--- config.mk ---
export PLATFORM = sky130hd
export DESIGN_NAME = ex_unit
export DESIGN_NICKNAME = d
export VERILOG_FILES = /design/src/rtl/ex_pkg.sv /design/src/rtl/ex_if.sv /design/src/rtl/ex_alu.sv /design/src/rtl/ex_mul.sv /design/src/rtl/ex_hilo.sv /design/src/rtl/ex_ctrl.sv /design/src/rtl/ex_unit.sv
export VERILOG_INCLUDE_DIRS = /design/src /design/src/rtl
export SDC_FILE = /design/constraint.sdc
export NUM_CORES = 2
export LEC_CHECK = 0
export BUFFER_PORTS_ARGS = -buffer_cell sky130_fd_sc_hd__buf_4
export CAP_MARGIN = 20
export CORE_MARGIN = 1.5
export CORE_UTILIZATION = 45
export CTS_CLUSTER_SIZE = 12
export DETAILED_ROUTE_END_ITERATION = 10
export SYNTH_ARGS = -nofsm -noshare
export SYNTH_HDL_FRONTEND = slang
export SYNTH_SLANG_ARGS = --single-unit
--- constraint.sdc ---
create_clock -name clk -period 42.6 [get_ports clk]
set_clock_uncertainty 0.15 [all_clocks]
set_input_delay 0 -clock clk [delete_from_list [all_inputs] [get_ports clk]]
set_output_delay 0 -clock clk [all_outputs]
set_load 0.03 [all_outputs]
--- src/rtl/ex_config.svh ---
`ifndef EX_CONFIG_SVH
`define EX_CONFIG_SVH

// widths fixed by the MIPS32 instruction set

// general purpose register and operand width
`define EX_WORD_WIDTH 32

// 32 architectural registers
`define EX_REG_ADDR_WIDTH 5

// shift amount, low bits of operand 1
`define EX_SHAMT_WIDTH 5

`endif

--- src/rtl/ex_pkg.sv ---
`default_nettype none
`include "ex_config.svh"

package ex_pkg;

    typedef logic [`EX_WORD_WIDTH-1:0]     word_t;      // one data word
    typedef logic [2*`EX_WORD_WIDTH-1:0]   dword_t;     // hi:lo pair or full product
    typedef logic [`EX_REG_ADDR_WIDTH-1:0] reg_addr_t;
    typedef logic [`EX_SHAMT_WIDTH-1:0]    shamt_t;

    // operation codes seen by the execute stage
    // addi decodes to OP_ADD with the immediate in operand 2
    typedef enum logic [4:0] {
        OP_OR    = 5'd0,
        OP_AND   = 5'd1,
        OP_NOR   = 5'd2,
        OP_XOR   = 5'd3,
        OP_SLL   = 5'd4,
        OP_SRL   = 5'd5,
        OP_SRA   = 5'd6,
        OP_ADD   = 5'd7,
        OP_ADDU  = 5'd8,
        OP_SUB   = 5'd9,
        OP_SUBU  = 5'd10,
        OP_SLT   = 5'd11,
        OP_SLTU  = 5'd12,
        OP_CLZ   = 5'd13,
        OP_CLO   = 5'd14,
        OP_MULT  = 5'd15,
        OP_MULTU = 5'd16,
        OP_MUL   = 5'd17,
        OP_MADD  = 5'd18,
        OP_MADDU = 5'd19,
        OP_MSUB  = 5'd20,
        OP_MSUBU = 5'd21,
        OP_MFHI  = 5'd22,
        OP_MFLO  = 5'd23,
        OP_MTHI  = 5'd24,
        OP_MTLO  = 5'd25
    } aluop_t;

    // control FSM
    typedef enum logic [1:0] {IDLE, MUL, ACC, DONE} ex_state_t;

    // what the multiplier does with hi:lo after the product
    typedef enum logic [1:0] {NONE, ADD, SUB} mul_mode_t;

endpackage

`default_nettype wire

--- src/rtl/ex_if.sv ---
`timescale 1ns/1ps
`default_nettype none

// control FSM <-> multiplier
interface mul_if;
    logic              start;      // one-cycle pulse
    logic              is_signed;
    ex_pkg::mul_mode_t mode;
    ex_pkg::word_t     a;
    ex_pkg::word_t     b;
    ex_pkg::dword_t    hilo;       // base for madd/msub
    logic              done;       // one pulse per start
    ex_pkg::dword_t    result;

    modport master (output start, is_signed, mode, a, b, hilo,
                    input  done, result);
    modport slave  (input  start, is_signed, mode, a, b, hilo,
                    output done, result);
endinterface

// control FSM <-> hi/lo register pair
interface hilo_if;
    logic          we;
    ex_pkg::word_t wr_hi;
    ex_pkg::word_t wr_lo;
    ex_pkg::word_t hi;             // current contents
    ex_pkg::word_t lo;

    modport master (output we, wr_hi, wr_lo,
                    input  hi, lo);
    modport slave  (input  we, wr_hi, wr_lo,
                    output hi, lo);
endinterface

`default_nettype wire

--- src/rtl/ex_alu.sv ---
`timescale 1ns/1ps
`default_nettype none
`include "ex_config.svh"

// single-cycle operations, purely combinational
module ex_alu (
    input  wire ex_pkg::aluop_t code_i,
    input  wire ex_pkg::word_t  reg1_i,
    input  wire ex_pkg::word_t  reg2_i,
    output ex_pkg::word_t       result_o,
    output logic                overflow_o
);

    localparam int MSB   = `EX_WORD_WIDTH - 1;
    localparam int CNT_W = $clog2(`EX_WORD_WIDTH) + 1;   // 0..32

    ex_pkg::shamt_t   shamt;
    ex_pkg::word_t    sum;
    logic             is_sub;
    logic [CNT_W-1:0] zeros;
    logic [CNT_W-1:0] ones;

    // scan from the msb until the first set bit
    function automatic logic [CNT_W-1:0] lead_zeros(input ex_pkg::word_t v);
        logic [CNT_W-1:0] n;
        logic             found;
        n     = '0;
        found = 1'b0;
        for (int i = MSB; i >= 0; i--) begin
            if (!found && !v[i]) begin
                n = n + 1'b1;
            end else begin
                found = 1'b1;
            end
        end
        return n;
    endfunction

    assign shamt  = reg1_i[`EX_SHAMT_WIDTH-1:0];   // amount from operand 1
    assign is_sub = (code_i == ex_pkg::OP_SUB) || (code_i == ex_pkg::OP_SUBU);
    assign sum    = is_sub ? reg1_i - reg2_i : reg1_i + reg2_i;

    // sign of result differs from operand 1 while the operands agree (add)
    // or disagree (sub) in sign
    assign overflow_o = (reg1_i[MSB] ^ sum[MSB]) & (reg1_i[MSB] ^ reg2_i[MSB] ^ ~is_sub);

    assign zeros = lead_zeros(reg1_i);
    assign ones  = lead_zeros(~reg1_i);        // clo is clz of the inverse

    always_comb begin
        case (code_i)
            ex_pkg::OP_OR:   result_o = reg1_i | reg2_i;
            ex_pkg::OP_AND:  result_o = reg1_i & reg2_i;
            ex_pkg::OP_NOR:  result_o = ~(reg1_i | reg2_i);
            ex_pkg::OP_XOR:  result_o = reg1_i ^ reg2_i;
            ex_pkg::OP_SLL:  result_o = reg2_i << shamt;
            ex_pkg::OP_SRL:  result_o = reg2_i >> shamt;
            ex_pkg::OP_SRA:  result_o = ex_pkg::word_t'($signed(reg2_i) >>> shamt);
            ex_pkg::OP_ADD,
            ex_pkg::OP_ADDU,
            ex_pkg::OP_SUB,
            ex_pkg::OP_SUBU: result_o = sum;
            ex_pkg::OP_SLT:  result_o = ex_pkg::word_t'($signed(reg1_i) < $signed(reg2_i));
            ex_pkg::OP_SLTU: result_o = ex_pkg::word_t'(reg1_i < reg2_i);
            ex_pkg::OP_CLZ:  result_o = ex_pkg::word_t'(zeros);
            ex_pkg::OP_CLO:  result_o = ex_pkg::word_t'(ones);
            default:         result_o = '0;   // multiply and hi/lo moves
        endcase
    end

endmodule

`default_nettype wire

--- src/rtl/ex_mul.sv ---
`timescale 1ns/1ps
`default_nettype none
`include "ex_config.svh"

// stage 1: 64-bit product, stage 2 (madd/msub only): hi:lo +/- product
module ex_mul (
    input  wire  clk,
    input  wire  rst_i,
    mul_if.slave mul
);

    localparam int MSB = `EX_WORD_WIDTH - 1;

    logic              neg_a;
    logic              neg_b;
    ex_pkg::word_t     mag_a;
    ex_pkg::word_t     mag_b;
    ex_pkg::dword_t    mag_prod;
    ex_pkg::dword_t    prod_d;

    logic              p1_q;       // product stage valid
    logic              p2_q;       // accumulate stage valid
    ex_pkg::mul_mode_t mode_q;
    ex_pkg::dword_t    prod_q;
    ex_pkg::dword_t    acc_q;

    // multiply magnitudes, fix the sign afterwards
    assign neg_a = mul.is_signed & mul.a[MSB];
    assign neg_b = mul.is_signed & mul.b[MSB];
    assign mag_a = neg_a ? -mul.a : mul.a;
    assign mag_b = neg_b ? -mul.b : mul.b;

    assign mag_prod = ex_pkg::dword_t'(mag_a) * ex_pkg::dword_t'(mag_b);
    assign prod_d   = (neg_a ^ neg_b) ? -mag_prod : mag_prod;

    always_ff @(posedge clk) begin
        if (rst_i) begin
            p1_q <= 1'b0;
            p2_q <= 1'b0;
        end else begin
            p1_q <= mul.start;
            p2_q <= p1_q && (mode_q != ex_pkg::NONE);
        end
    end

    always_ff @(posedge clk) begin
        if (mul.start) begin
            prod_q <= prod_d;
            mode_q <= mul.mode;   // held for stage 2
        end
        if (p1_q && mode_q == ex_pkg::ADD) begin
            acc_q <= mul.hilo + prod_q;
        end else if (p1_q && mode_q == ex_pkg::SUB) begin
            acc_q <= mul.hilo - prod_q;
        end
    end

    assign mul.done   = (p1_q && mode_q == ex_pkg::NONE) || p2_q;
    assign mul.result = p2_q ? acc_q : prod_q;

endmodule

`default_nettype wire

--- src/rtl/ex_hilo.sv ---
`timescale 1ns/1ps
`default_nettype none

// hi/lo special registers, both halves load together
module ex_hilo (
    input  wire   clk,
    input  wire   rst_i,
    hilo_if.slave hilo
);

    ex_pkg::word_t hi_q;
    ex_pkg::word_t lo_q;

    always_ff @(posedge clk) begin
        if (rst_i) begin
            hi_q <= '0;
            lo_q <= '0;
        end else if (hilo.we) begin
            hi_q <= hilo.wr_hi;
            lo_q <= hilo.wr_lo;
        end
    end

    // new value visible from the next cycle on
    assign hilo.hi = hi_q;
    assign hilo.lo = lo_q;

endmodule

`default_nettype wire

--- src/rtl/ex_ctrl.sv ---
`timescale 1ns/1ps
`default_nettype none
`include "ex_config.svh"

// operation handshake, result select, hi/lo write decision, output register
module ex_ctrl (
    input  wire                    clk,
    input  wire                    rst_i,
    input  wire                    op_valid_i,
    output logic                   op_ready_o,
    input  wire ex_pkg::aluop_t    op_code_i,
    input  wire ex_pkg::word_t     op_reg1_i,
    input  wire ex_pkg::word_t     op_reg2_i,
    input  wire ex_pkg::reg_addr_t op_wd_i,
    input  wire                    op_wreg_i,
    output logic                   res_valid_o,
    input  wire                    res_ready_i,
    output ex_pkg::reg_addr_t      res_wd_o,
    output logic                   res_wreg_o,
    output ex_pkg::word_t          res_wdata_o,
    output ex_pkg::aluop_t         alu_code_o,
    output ex_pkg::word_t          alu_reg1_o,
    output ex_pkg::word_t          alu_reg2_o,
    input  wire ex_pkg::word_t     alu_result_i,
    input  wire                    alu_overflow_i,
    mul_if.master                  mul,
    hilo_if.master                 hilo
);

    ex_pkg::ex_state_t state_q;
    ex_pkg::ex_state_t state_d;
    ex_pkg::aluop_t    code_q;
    ex_pkg::reg_addr_t wd_q;
    logic              wreg_q;
    ex_pkg::word_t     wdata_q;
    ex_pkg::word_t     single_data;
    logic              accept;
    logic              is_mul;
    logic              ovf_kill;

    assign accept   = op_valid_i & op_ready_o;
    assign is_mul   = op_code_i inside {ex_pkg::OP_MULT, ex_pkg::OP_MULTU, ex_pkg::OP_MUL,
                                        ex_pkg::OP_MADD, ex_pkg::OP_MADDU,
                                        ex_pkg::OP_MSUB, ex_pkg::OP_MSUBU};
    // signed overflow cancels the write, addu/subu never trap
    assign ovf_kill = alu_overflow_i & (op_code_i inside {ex_pkg::OP_ADD, ex_pkg::OP_SUB});

    assign alu_code_o = op_code_i;
    assign alu_reg1_o = op_reg1_i;
    assign alu_reg2_o = op_reg2_i;

    // multiplier request, sampled only with start
    assign mul.start     = accept & is_mul;
    assign mul.is_signed = op_code_i inside {ex_pkg::OP_MULT, ex_pkg::OP_MUL,
                                             ex_pkg::OP_MADD, ex_pkg::OP_MSUB};
    assign mul.a         = op_reg1_i;
    assign mul.b         = op_reg2_i;
    assign mul.hilo      = {hilo.hi, hilo.lo};   // stable while the op is in flight

    always_comb begin
        case (op_code_i)
            ex_pkg::OP_MADD, ex_pkg::OP_MADDU: mul.mode = ex_pkg::ADD;
            ex_pkg::OP_MSUB, ex_pkg::OP_MSUBU: mul.mode = ex_pkg::SUB;
            default:                           mul.mode = ex_pkg::NONE;
        endcase
    end

    always_comb begin
        case (op_code_i)
            ex_pkg::OP_MFHI: single_data = hilo.hi;
            ex_pkg::OP_MFLO: single_data = hilo.lo;
            default:         single_data = alu_result_i;
        endcase
    end

    // hi/lo written on the edge that raises res_valid_o
    always_comb begin
        hilo.we    = 1'b0;
        hilo.wr_hi = hilo.hi;
        hilo.wr_lo = hilo.lo;
        if (accept && op_code_i == ex_pkg::OP_MTHI) begin
            hilo.we    = 1'b1;
            hilo.wr_hi = op_reg1_i;   // lo kept
        end else if (accept && op_code_i == ex_pkg::OP_MTLO) begin
            hilo.we    = 1'b1;
            hilo.wr_lo = op_reg1_i;
        end else if (mul.done && code_q != ex_pkg::OP_MUL) begin
            hilo.we                  = 1'b1;   // mul only writes the gpr
            {hilo.wr_hi, hilo.wr_lo} = mul.result;
        end
    end

    always_comb begin
        state_d = state_q;
        case (state_q)
            ex_pkg::IDLE: begin
                if (accept && is_mul) begin
                    state_d = ex_pkg::MUL;
                end else if (accept) begin
                    state_d = ex_pkg::DONE;
                end
            end
            ex_pkg::MUL: begin
                if (mul.done) begin
                    state_d = ex_pkg::DONE;
                end else begin
                    state_d = ex_pkg::ACC;   // madd/msub, one more cycle
                end
            end
            ex_pkg::ACC:  if (mul.done) state_d = ex_pkg::DONE;
            ex_pkg::DONE: if (res_ready_i) state_d = ex_pkg::IDLE;
            default:      state_d = ex_pkg::IDLE;
        endcase
    end

    always_ff @(posedge clk) begin
        if (rst_i) begin
            state_q <= ex_pkg::IDLE;
        end else begin
            state_q <= state_d;
        end
    end

    always_ff @(posedge clk) begin
        if (accept) begin
            code_q  <= op_code_i;
            wd_q    <= op_wd_i;
            wreg_q  <= op_wreg_i & ~ovf_kill;
            wdata_q <= single_data;
        end else if (mul.done) begin
            wdata_q <= mul.result[`EX_WORD_WIDTH-1:0];   // low product word
        end
    end

    assign op_ready_o  = (state_q == ex_pkg::IDLE);
    assign res_valid_o = (state_q == ex_pkg::DONE);
    assign res_wd_o    = wd_q;
    assign res_wreg_o  = wreg_q;
    assign res_wdata_o = wdata_q;

endmodule

`default_nettype wire

--- src/rtl/ex_unit.sv ---
`timescale 1ns/1ps
`default_nettype none

// execute unit top level
module ex_unit (
    input  wire                    clk,
    input  wire                    rst_i,
    input  wire                    op_valid_i,
    output logic                   op_ready_o,
    input  wire ex_pkg::aluop_t    op_code_i,
    input  wire ex_pkg::word_t     op_reg1_i,
    input  wire ex_pkg::word_t     op_reg2_i,
    input  wire ex_pkg::reg_addr_t op_wd_i,
    input  wire                    op_wreg_i,
    output logic                   res_valid_o,
    input  wire                    res_ready_i,
    output ex_pkg::reg_addr_t      res_wd_o,
    output logic                   res_wreg_o,
    output ex_pkg::word_t          res_wdata_o
);

    ex_pkg::aluop_t alu_code;
    ex_pkg::word_t  alu_reg1;
    ex_pkg::word_t  alu_reg2;
    ex_pkg::word_t  alu_result;
    logic           alu_overflow;

    mul_if  mul_bus ();
    hilo_if hilo_bus ();

    ex_ctrl u_ctrl (
        .clk            (clk),
        .rst_i          (rst_i),
        .op_valid_i     (op_valid_i),
        .op_ready_o     (op_ready_o),
        .op_code_i      (op_code_i),
        .op_reg1_i      (op_reg1_i),
        .op_reg2_i      (op_reg2_i),
        .op_wd_i        (op_wd_i),
        .op_wreg_i      (op_wreg_i),
        .res_valid_o    (res_valid_o),
        .res_ready_i    (res_ready_i),
        .res_wd_o       (res_wd_o),
        .res_wreg_o     (res_wreg_o),
        .res_wdata_o    (res_wdata_o),
        .alu_code_o     (alu_code),
        .alu_reg1_o     (alu_reg1),
        .alu_reg2_o     (alu_reg2),
        .alu_result_i   (alu_result),
        .alu_overflow_i (alu_overflow),
        .mul            (mul_bus.master),
        .hilo           (hilo_bus.master)
    );

    ex_alu u_alu (
        .code_i     (alu_code),
        .reg1_i     (alu_reg1),
        .reg2_i     (alu_reg2),
        .result_o   (alu_result),
        .overflow_o (alu_overflow)
    );

    ex_mul u_mul (
        .clk   (clk),
        .rst_i (rst_i),
        .mul   (mul_bus.slave)
    );

    ex_hilo u_hilo (
        .clk   (clk),
        .rst_i (rst_i),
        .hilo  (hilo_bus.slave)
    );

endmodule

`default_nettype wire

After elaboration in Yosys (flattened, before gate mapping)
Cells that the tools add are included.

storage, ports and cells
  bits in registers = 241
  output and inout port bits = 40

cells by class
  add/sub/neg operators = 69
  $mul = 1
  magnitude comparators = 2
  equal/unequal tests = 35
  shift operators = 3
  multiplexer cells = 152
  bitwise logic cells = 19
  reduce and logical (&&, ||, !) cells = 213

operator list
  cell                                            number
  one-hot mux 32 bit (12 select lines)            1
  two-way mux 6 bit                               62
  adder 6 x 1 -> 6 bit (second input constant)    61
  two-way mux 32 bit                              10
  two-way mux 64 bit                              4
  zero test 1 bit                                 124
  logical AND 1 bit                               70
  two-way mux 1 bit                               68
  adder 64 bit                                    1
  < comparator 32 bit                             2
  multiplier 32 x 32 -> 64 bit                    1
  negator 32 bit                                  2
  negator 64 bit                                  1
  inverter 32 bit                                 2
  one-hot mux 32 bit (2 select lines)             1
  subtractor 64 bit                               1
  == test 5 bit (second input constant)           10
  == test 5 x 4 -> 1 bit (second input constant)  8
  adder 32 bit                                    1
  bitwise AND 32 bit                              1
  OR 32 bit                                       1
  << shifter 32 x 5 -> 32 bit                     1
  >> shifter 32 x 5 -> 32 bit                     1
  >>> shifter 32 x 5 -> 32 bit                    1
  other kinds (26)                                59

Depth between registers and ports, before layout
  word-level depth = 97
  gate-level depth with buffers = 103

Modules after synthesis
Synthesis repeated with hierarchy kept, for this count alone.

second synthesis, totals
  cells, all modules = 8232
  area total of the unflattened synthesis = 67089.3 um^2

by module, submodules not included
  module   instances  cells an instance  area each (um^2)  seq. area each (um^2)
  ex_mul   1          5077               44428.9           3943.8
  ex_alu   1          2318               15085.7           0.0
  ex_ctrl  1          631                5283.8            1331.3
  ex_hilo  1          206                2290.9            1281.2

Least setup slack after synthesis
OpenSTA, ideal clock, no wires.

  kind = input to register
  start point = input op_reg1_i[30]
  end point = register u_ctrl.wdata_q[5], in the netlist u_ctrl.res_wdata_o[5], data pin
  data arrival time = 16.972 ns
  slack = 25.208 ns
  stages on the path = 102
  buffers on the path = 1
  path through = buf_4 > inv_2 > nand2_1 > inv_1 > nand2_1 > and2_1 > or2_2 > ha_1 > nor2b_1 > o31a_1 > ha_1 > inv_1 > a21oi_1 > ha_1 > nand2_1 > a31oi_1 > ha_1 > mux2_2 > [66 not listed] > nand2_1 > nand3_1 > ha_1 > nor2_1 > nor2_1 > ha_1 > nand2_1 > or2_2 > a21oi_1 > xnor2_1 > xnor2_1 > and3_1 > a21oi_1 > mux2i_1 > a32oi_1 > xnor2_1 > nor2_1 > a2bb2oi_1

on the way
  word-level cells in the longest chain between the ends = 97

ends and longest elaborated chain
  element                                                        RTL line        RTL
  start: declaration                                             ex_unit.sv:11   input wire ex_pkg::word_t op_reg1_i,
  branches (longest 94 deep; another with adder 6 x 1 -> 6 bit)  --
  one-hot mux 32 bit (12 select lines) *                         ex_alu.sv:51    case (code_i)
  one-hot mux 32 bit (2 select lines) *                          ex_ctrl.sv:69   case (op_code_i)
  two-way mux 32 bit *                                           ex_ctrl.sv:125  if (accept) begin
  end signal: assignment                                         ex_ctrl.sv:129  wdata_q <= single_data;
  end signal: assignment                                         ex_ctrl.sv:131  wdata_q <= mul.result[`EX_WORD_WIDTH-1:0];
  end: declaration                                               ex_ctrl.sv:35   ex_pkg::word_t wdata_q;

Mark *: on every way between the ends.
A chain may end at the register's enable or synchronous reset.

Final worst setup path
  start point = input op_reg1_i[31]
  end point = register u_ctrl.wdata_q[5], in the netlist u_ctrl.res_wdata_o[5], data pin

on the way
  word-level cells in the longest chain between the ends = 97

ends and longest elaborated chain
  element                                                        RTL line
  branches (longest 94 deep; another with adder 6 x 1 -> 6 bit)  --
  one-hot mux 32 bit (12 select lines) *                         ex_alu.sv:51
  one-hot mux 32 bit (2 select lines) *                          ex_ctrl.sv:69
  two-way mux 32 bit *                                           ex_ctrl.sv:125

Marked as above.

==> results.toml <==
[place]
place_ws_ns = 22.98
place_inst = 9571
numPortBuffers = 118
gp_congestion = 1.05
place_hpwl_um = 200000

[yosys]
synth-main-ff-cell = "edfxtp_1"
synthSimpleGateAreaFrac_pct = 18.1
syn_nets = 9305
synth_compound_area_share_pct = 14.2
synth_top_family_by_area = "adder cells"
avgSynthCellArea_um2 = 8.10
ys_seq_elements = 241
ys_seq_area_share_pct = 10.3
synth_mux_area_share_pct = 3.23
synth_fa_ha_area_share_pct = 37.9
async_flop_share_pct = 0
synthXorXnorAreaFrac_pct = 6.96
synth-edff-count = 173
syn_inst = 7839
ys_warn_count = 0
syn_area_um2 = 63500
synth_cell_types = 112

[clock_tree]
root_buffer = "clkbuf_16"
cts_sinks = 241
cts_buffer_depth = 3
clk_latency_ns = 0.60
cts_resized = 0
cts_tree = "built"
cts_buffers = 28
clk_pin_slew_ns = 0.06
cts_htree_levels = 1

[detailed_routing]
vias = 58540
dr.first_iter.drc_count = 5545
postRouteAntennaNets = 0
firstDrtPassIters = 9
drt-total-wl_um = 259000
vias_per_cell = 6.03
route.detailed.drc = 0
routedWlPerCell_um = 26.7

[worst_setup_path]
critPathKind = "primary input to register"
path_common_cell = "ha_1"
critical-path-max-stage-delay_ns = 0.54
critPathRequiredTime_ns = 42.77
cp_slowest_cell = "dlygate4sd3_1"
worstPathMaxFanout = 15
crit_path_start_kind = "primary input"
worst-endpoint-arrival_ns = 19.99
cp-end-kind = "register"

[floorplanning]
die_x_um = 379
core_um2 = 140000
io_pins = 119
num_rows = 137
fp.dieH_um = 379
start_util_pct = 45.4
die-area_um2 = 143000

[sta]
finalSetupViolCount = 0
slew_violations = 0
tns_ns = 0
hold_ws_ns = 0.0559
clock.fmax_mhz = 50.5
worst_slew_pin_slew_ns = 1.33
finalWorstSetupSlack_ns = 22.78
fin_crit_sh_pct = 46.5
rsz0062_at_grt = "false"
min_period_ns = 19.82
slew_headroom_pct = 10.5
hold_violations = 0

[cells_and_area]
instances_no_fill = 9708
area_delta_synth_final_pct = 8.09
finalNetCount = 9272
drive_gt1_share_pct = 6.26
multi_input_area_um2 = 51700
seq_area_um2 = 6560
fillers = 13989

[global_route]
grt_max_degree = 69
grt_pass1_vias = 58911
grt_usage_pct = 36.2
grt_first_pass_wirelength_um = 384000
overflow = 0
antenna_found_initial = 7

[run_status]
status = "complete, no violations"

[hold_path]
holdCritPathClass = "primary input to register"

[flow_run]
cap_violations = 0
registers in the layout, indices dropped and copies added (netlist names):
| signal | cells |
|---|---|
| u_mul.acc_q | 64 |
| u_mul.prod_q | 64 |
| u_ctrl.res_wdata_o | 32 |
| u_hilo.hilo.hi | 32 |
| u_hilo.hilo.lo | 32 |
| u_ctrl.code_q | 5 |
| u_ctrl.res_wd_o | 5 |
| u_ctrl.state_q | 2 |
| u_mul.mode_q | 2 |
| u_ctrl.res_wreg_o | 1 |
| u_mul.p1_q | 1 |
| u_mul.p2_q | 1 |
worst max-delay path: cells and delay by family:
kind	cells	cell delay (ns)
buffers and inverters	7	1.54
AND/OR/NAND/NOR	34	3.94
AO/OA/AOI/OAI	22	3.39
adder cells (fa/ha/maj)	26	8.55
multiplexers	12	2.06
XOR/XNOR	3	0.46
cells by family (layout without fill, tap and decap cells):
logic type      Yosys count  after routing
other cells               0              4
mux                     196            196
compound gates         1406           1406
buf+inv                1555           1544
flops                   241            241
xor+xnor                473            473
simple gates           2581           2581
fa+ha+maj              1387           1387
repair_timing:
item,in CTS,in global routing
setup endpoints to repair,0,0
setup buffers,0,0
hold buffers,75,0
endpoints found under the hold margin,81,0
per-layer routing:
layer | track usage, % | up-vias | share of wire (%)
met5 | 0 | - | 0
met4 | 24.4 | 0 | 8.2
met3 | 5.10 | 660 | 8.3
met2 | 57.5 | 2935 | 45
met1 | 45.8 | 29306 | 39
li1 | - | 25639 | -
layout make-up:
| class | instances | area share, % |
|---|---|---|
| Antenna cell | 4 | 0.0146 |
| Timing Repair Buffer | 330 | 3.92 |
| Sequential cell | 241 | 9.55 |
| Tap cell | 1876 | 3.42 |
| Multi-Input combinational cell | 6043 | 75.3 |
| Inverter | 1162 | 6.35 |
| Clock buffer | 41 | 1.26 |
| Clock inverter | 11 | 0.193 |
cell usage in the layout, fill, tap and decap left out, types with 61 or more instances in the layout:
| cell type | instances |
|---|---|
| o21ai_0 | 293 |
| buf_4 | 249 |
| nor2_1 | 676 |
| edfxtp_1 | 173 |
| nor2b_1 | 61 |
| dlygate4sd3_1 | 75 |
| nor3_1 | 117 |
| xnor2_1 | 275 |
| nand3_1 | 129 |
| nand2_1 | 1146 |
| inv_1 | 1155 |
| and2_1 | 87 |
| xor2_1 | 106 |
| a21o_1 | 90 |
| fa_1 | 899 |
| mux2i_1 | 174 |
| a21oi_1 | 440 |
| xnor2_2 | 74 |
| ha_1 | 488 |
| a211oi_1 | 107 |
| dfxtp_1 | 67 |
synthesized netlist by cell type (11+ instances only):
cell | n | area share, %
inv_1 | 1156 | 6.8
nand2_1 | 1147 | 6.8
fa_1 | 899 | 28
nor2_1 | 681 | 4.0
ha_1 | 488 | 9.6
a21oi_1 | 443 | 3.5
clkbuf_1 | 354 | 2.1
xnor2_1 | 345 | 4.8
o21ai_0 | 293 | 2.3
mux2i_1 | 174 | 2.7
edfxtp_1 | 173 | 8.2
nand3_1 | 129 | 1.0
nor3_1 | 118 | 0.93
a211oi_1 | 107 | 1.3
xor2_1 | 106 | 1.5
a21o_1 | 90 | 1.1
and2_1 | 89 | 0.88
dfxtp_1 | 68 | 2.1
nor2b_1 | 61 | 0.60
nand2b_1 | 54 | 0.53
nand4_1 | 54 | 0.53
a31oi_1 | 51 | 0.50
and3_1 | 44 | 0.43
nor4_1 | 41 | 0.40
o21bai_1 | 40 | 0.47
o211ai_1 | 37 | 0.44
o31ai_1 | 36 | 0.43
a221oi_1 | 33 | 0.45
or3_1 | 32 | 0.32
or2_2 | 29 | 0.29
a22oi_1 | 28 | 0.33
o21a_1 | 28 | 0.33
buf_1 | 22 | 0.13
or4_1 | 22 | 0.26
a2111oi_0 | 18 | 0.25
a21boi_0 | 17 | 0.20
a222oi_1 | 15 | 0.24
mux2_2 | 15 | 0.27
o2111ai_1 | 15 | 0.21
and4_1 | 13 | 0.18
nand3b_1 | 13 | 0.15
a211o_1 | 12 | 0.17
o41ai_1 | 12 | 0.17
o211a_1 | 11 | 0.17
worst paths after layout:
check	startpoint	to	slack [ns]	cells after the start
max	op_reg1_i[31]	u_ctrl.res_wdata_o[5]$_DFFE_PP_	22.78	104
min	op_valid_i	u_mul.p1_q$_SDFF_PP0_	0.06	3
max reg2reg	u_mul.prod_q[15]$_DFFE_PP_	u_mul.acc_q[63]$_DFFE_PP_	34.75	24
min reg2reg	u_mul.p1_q$_SDFF_PP0_	u_mul.p2_q$_SDFF_PP0_	0.36	1
metrics by stage:
step / utilization [%] / cell area, um^2
floorplan: - / 63500
global placement: 47.8 / 66800
detailed placement: 47.8 / 66800
CTS: 49.0 / 68600
global route: 49.1 / 68700
finish: 49.1 / 68700
Power is not shown: default switching activity piles up to over one toggle a cycle in this logic, so the estimate is an artifact.
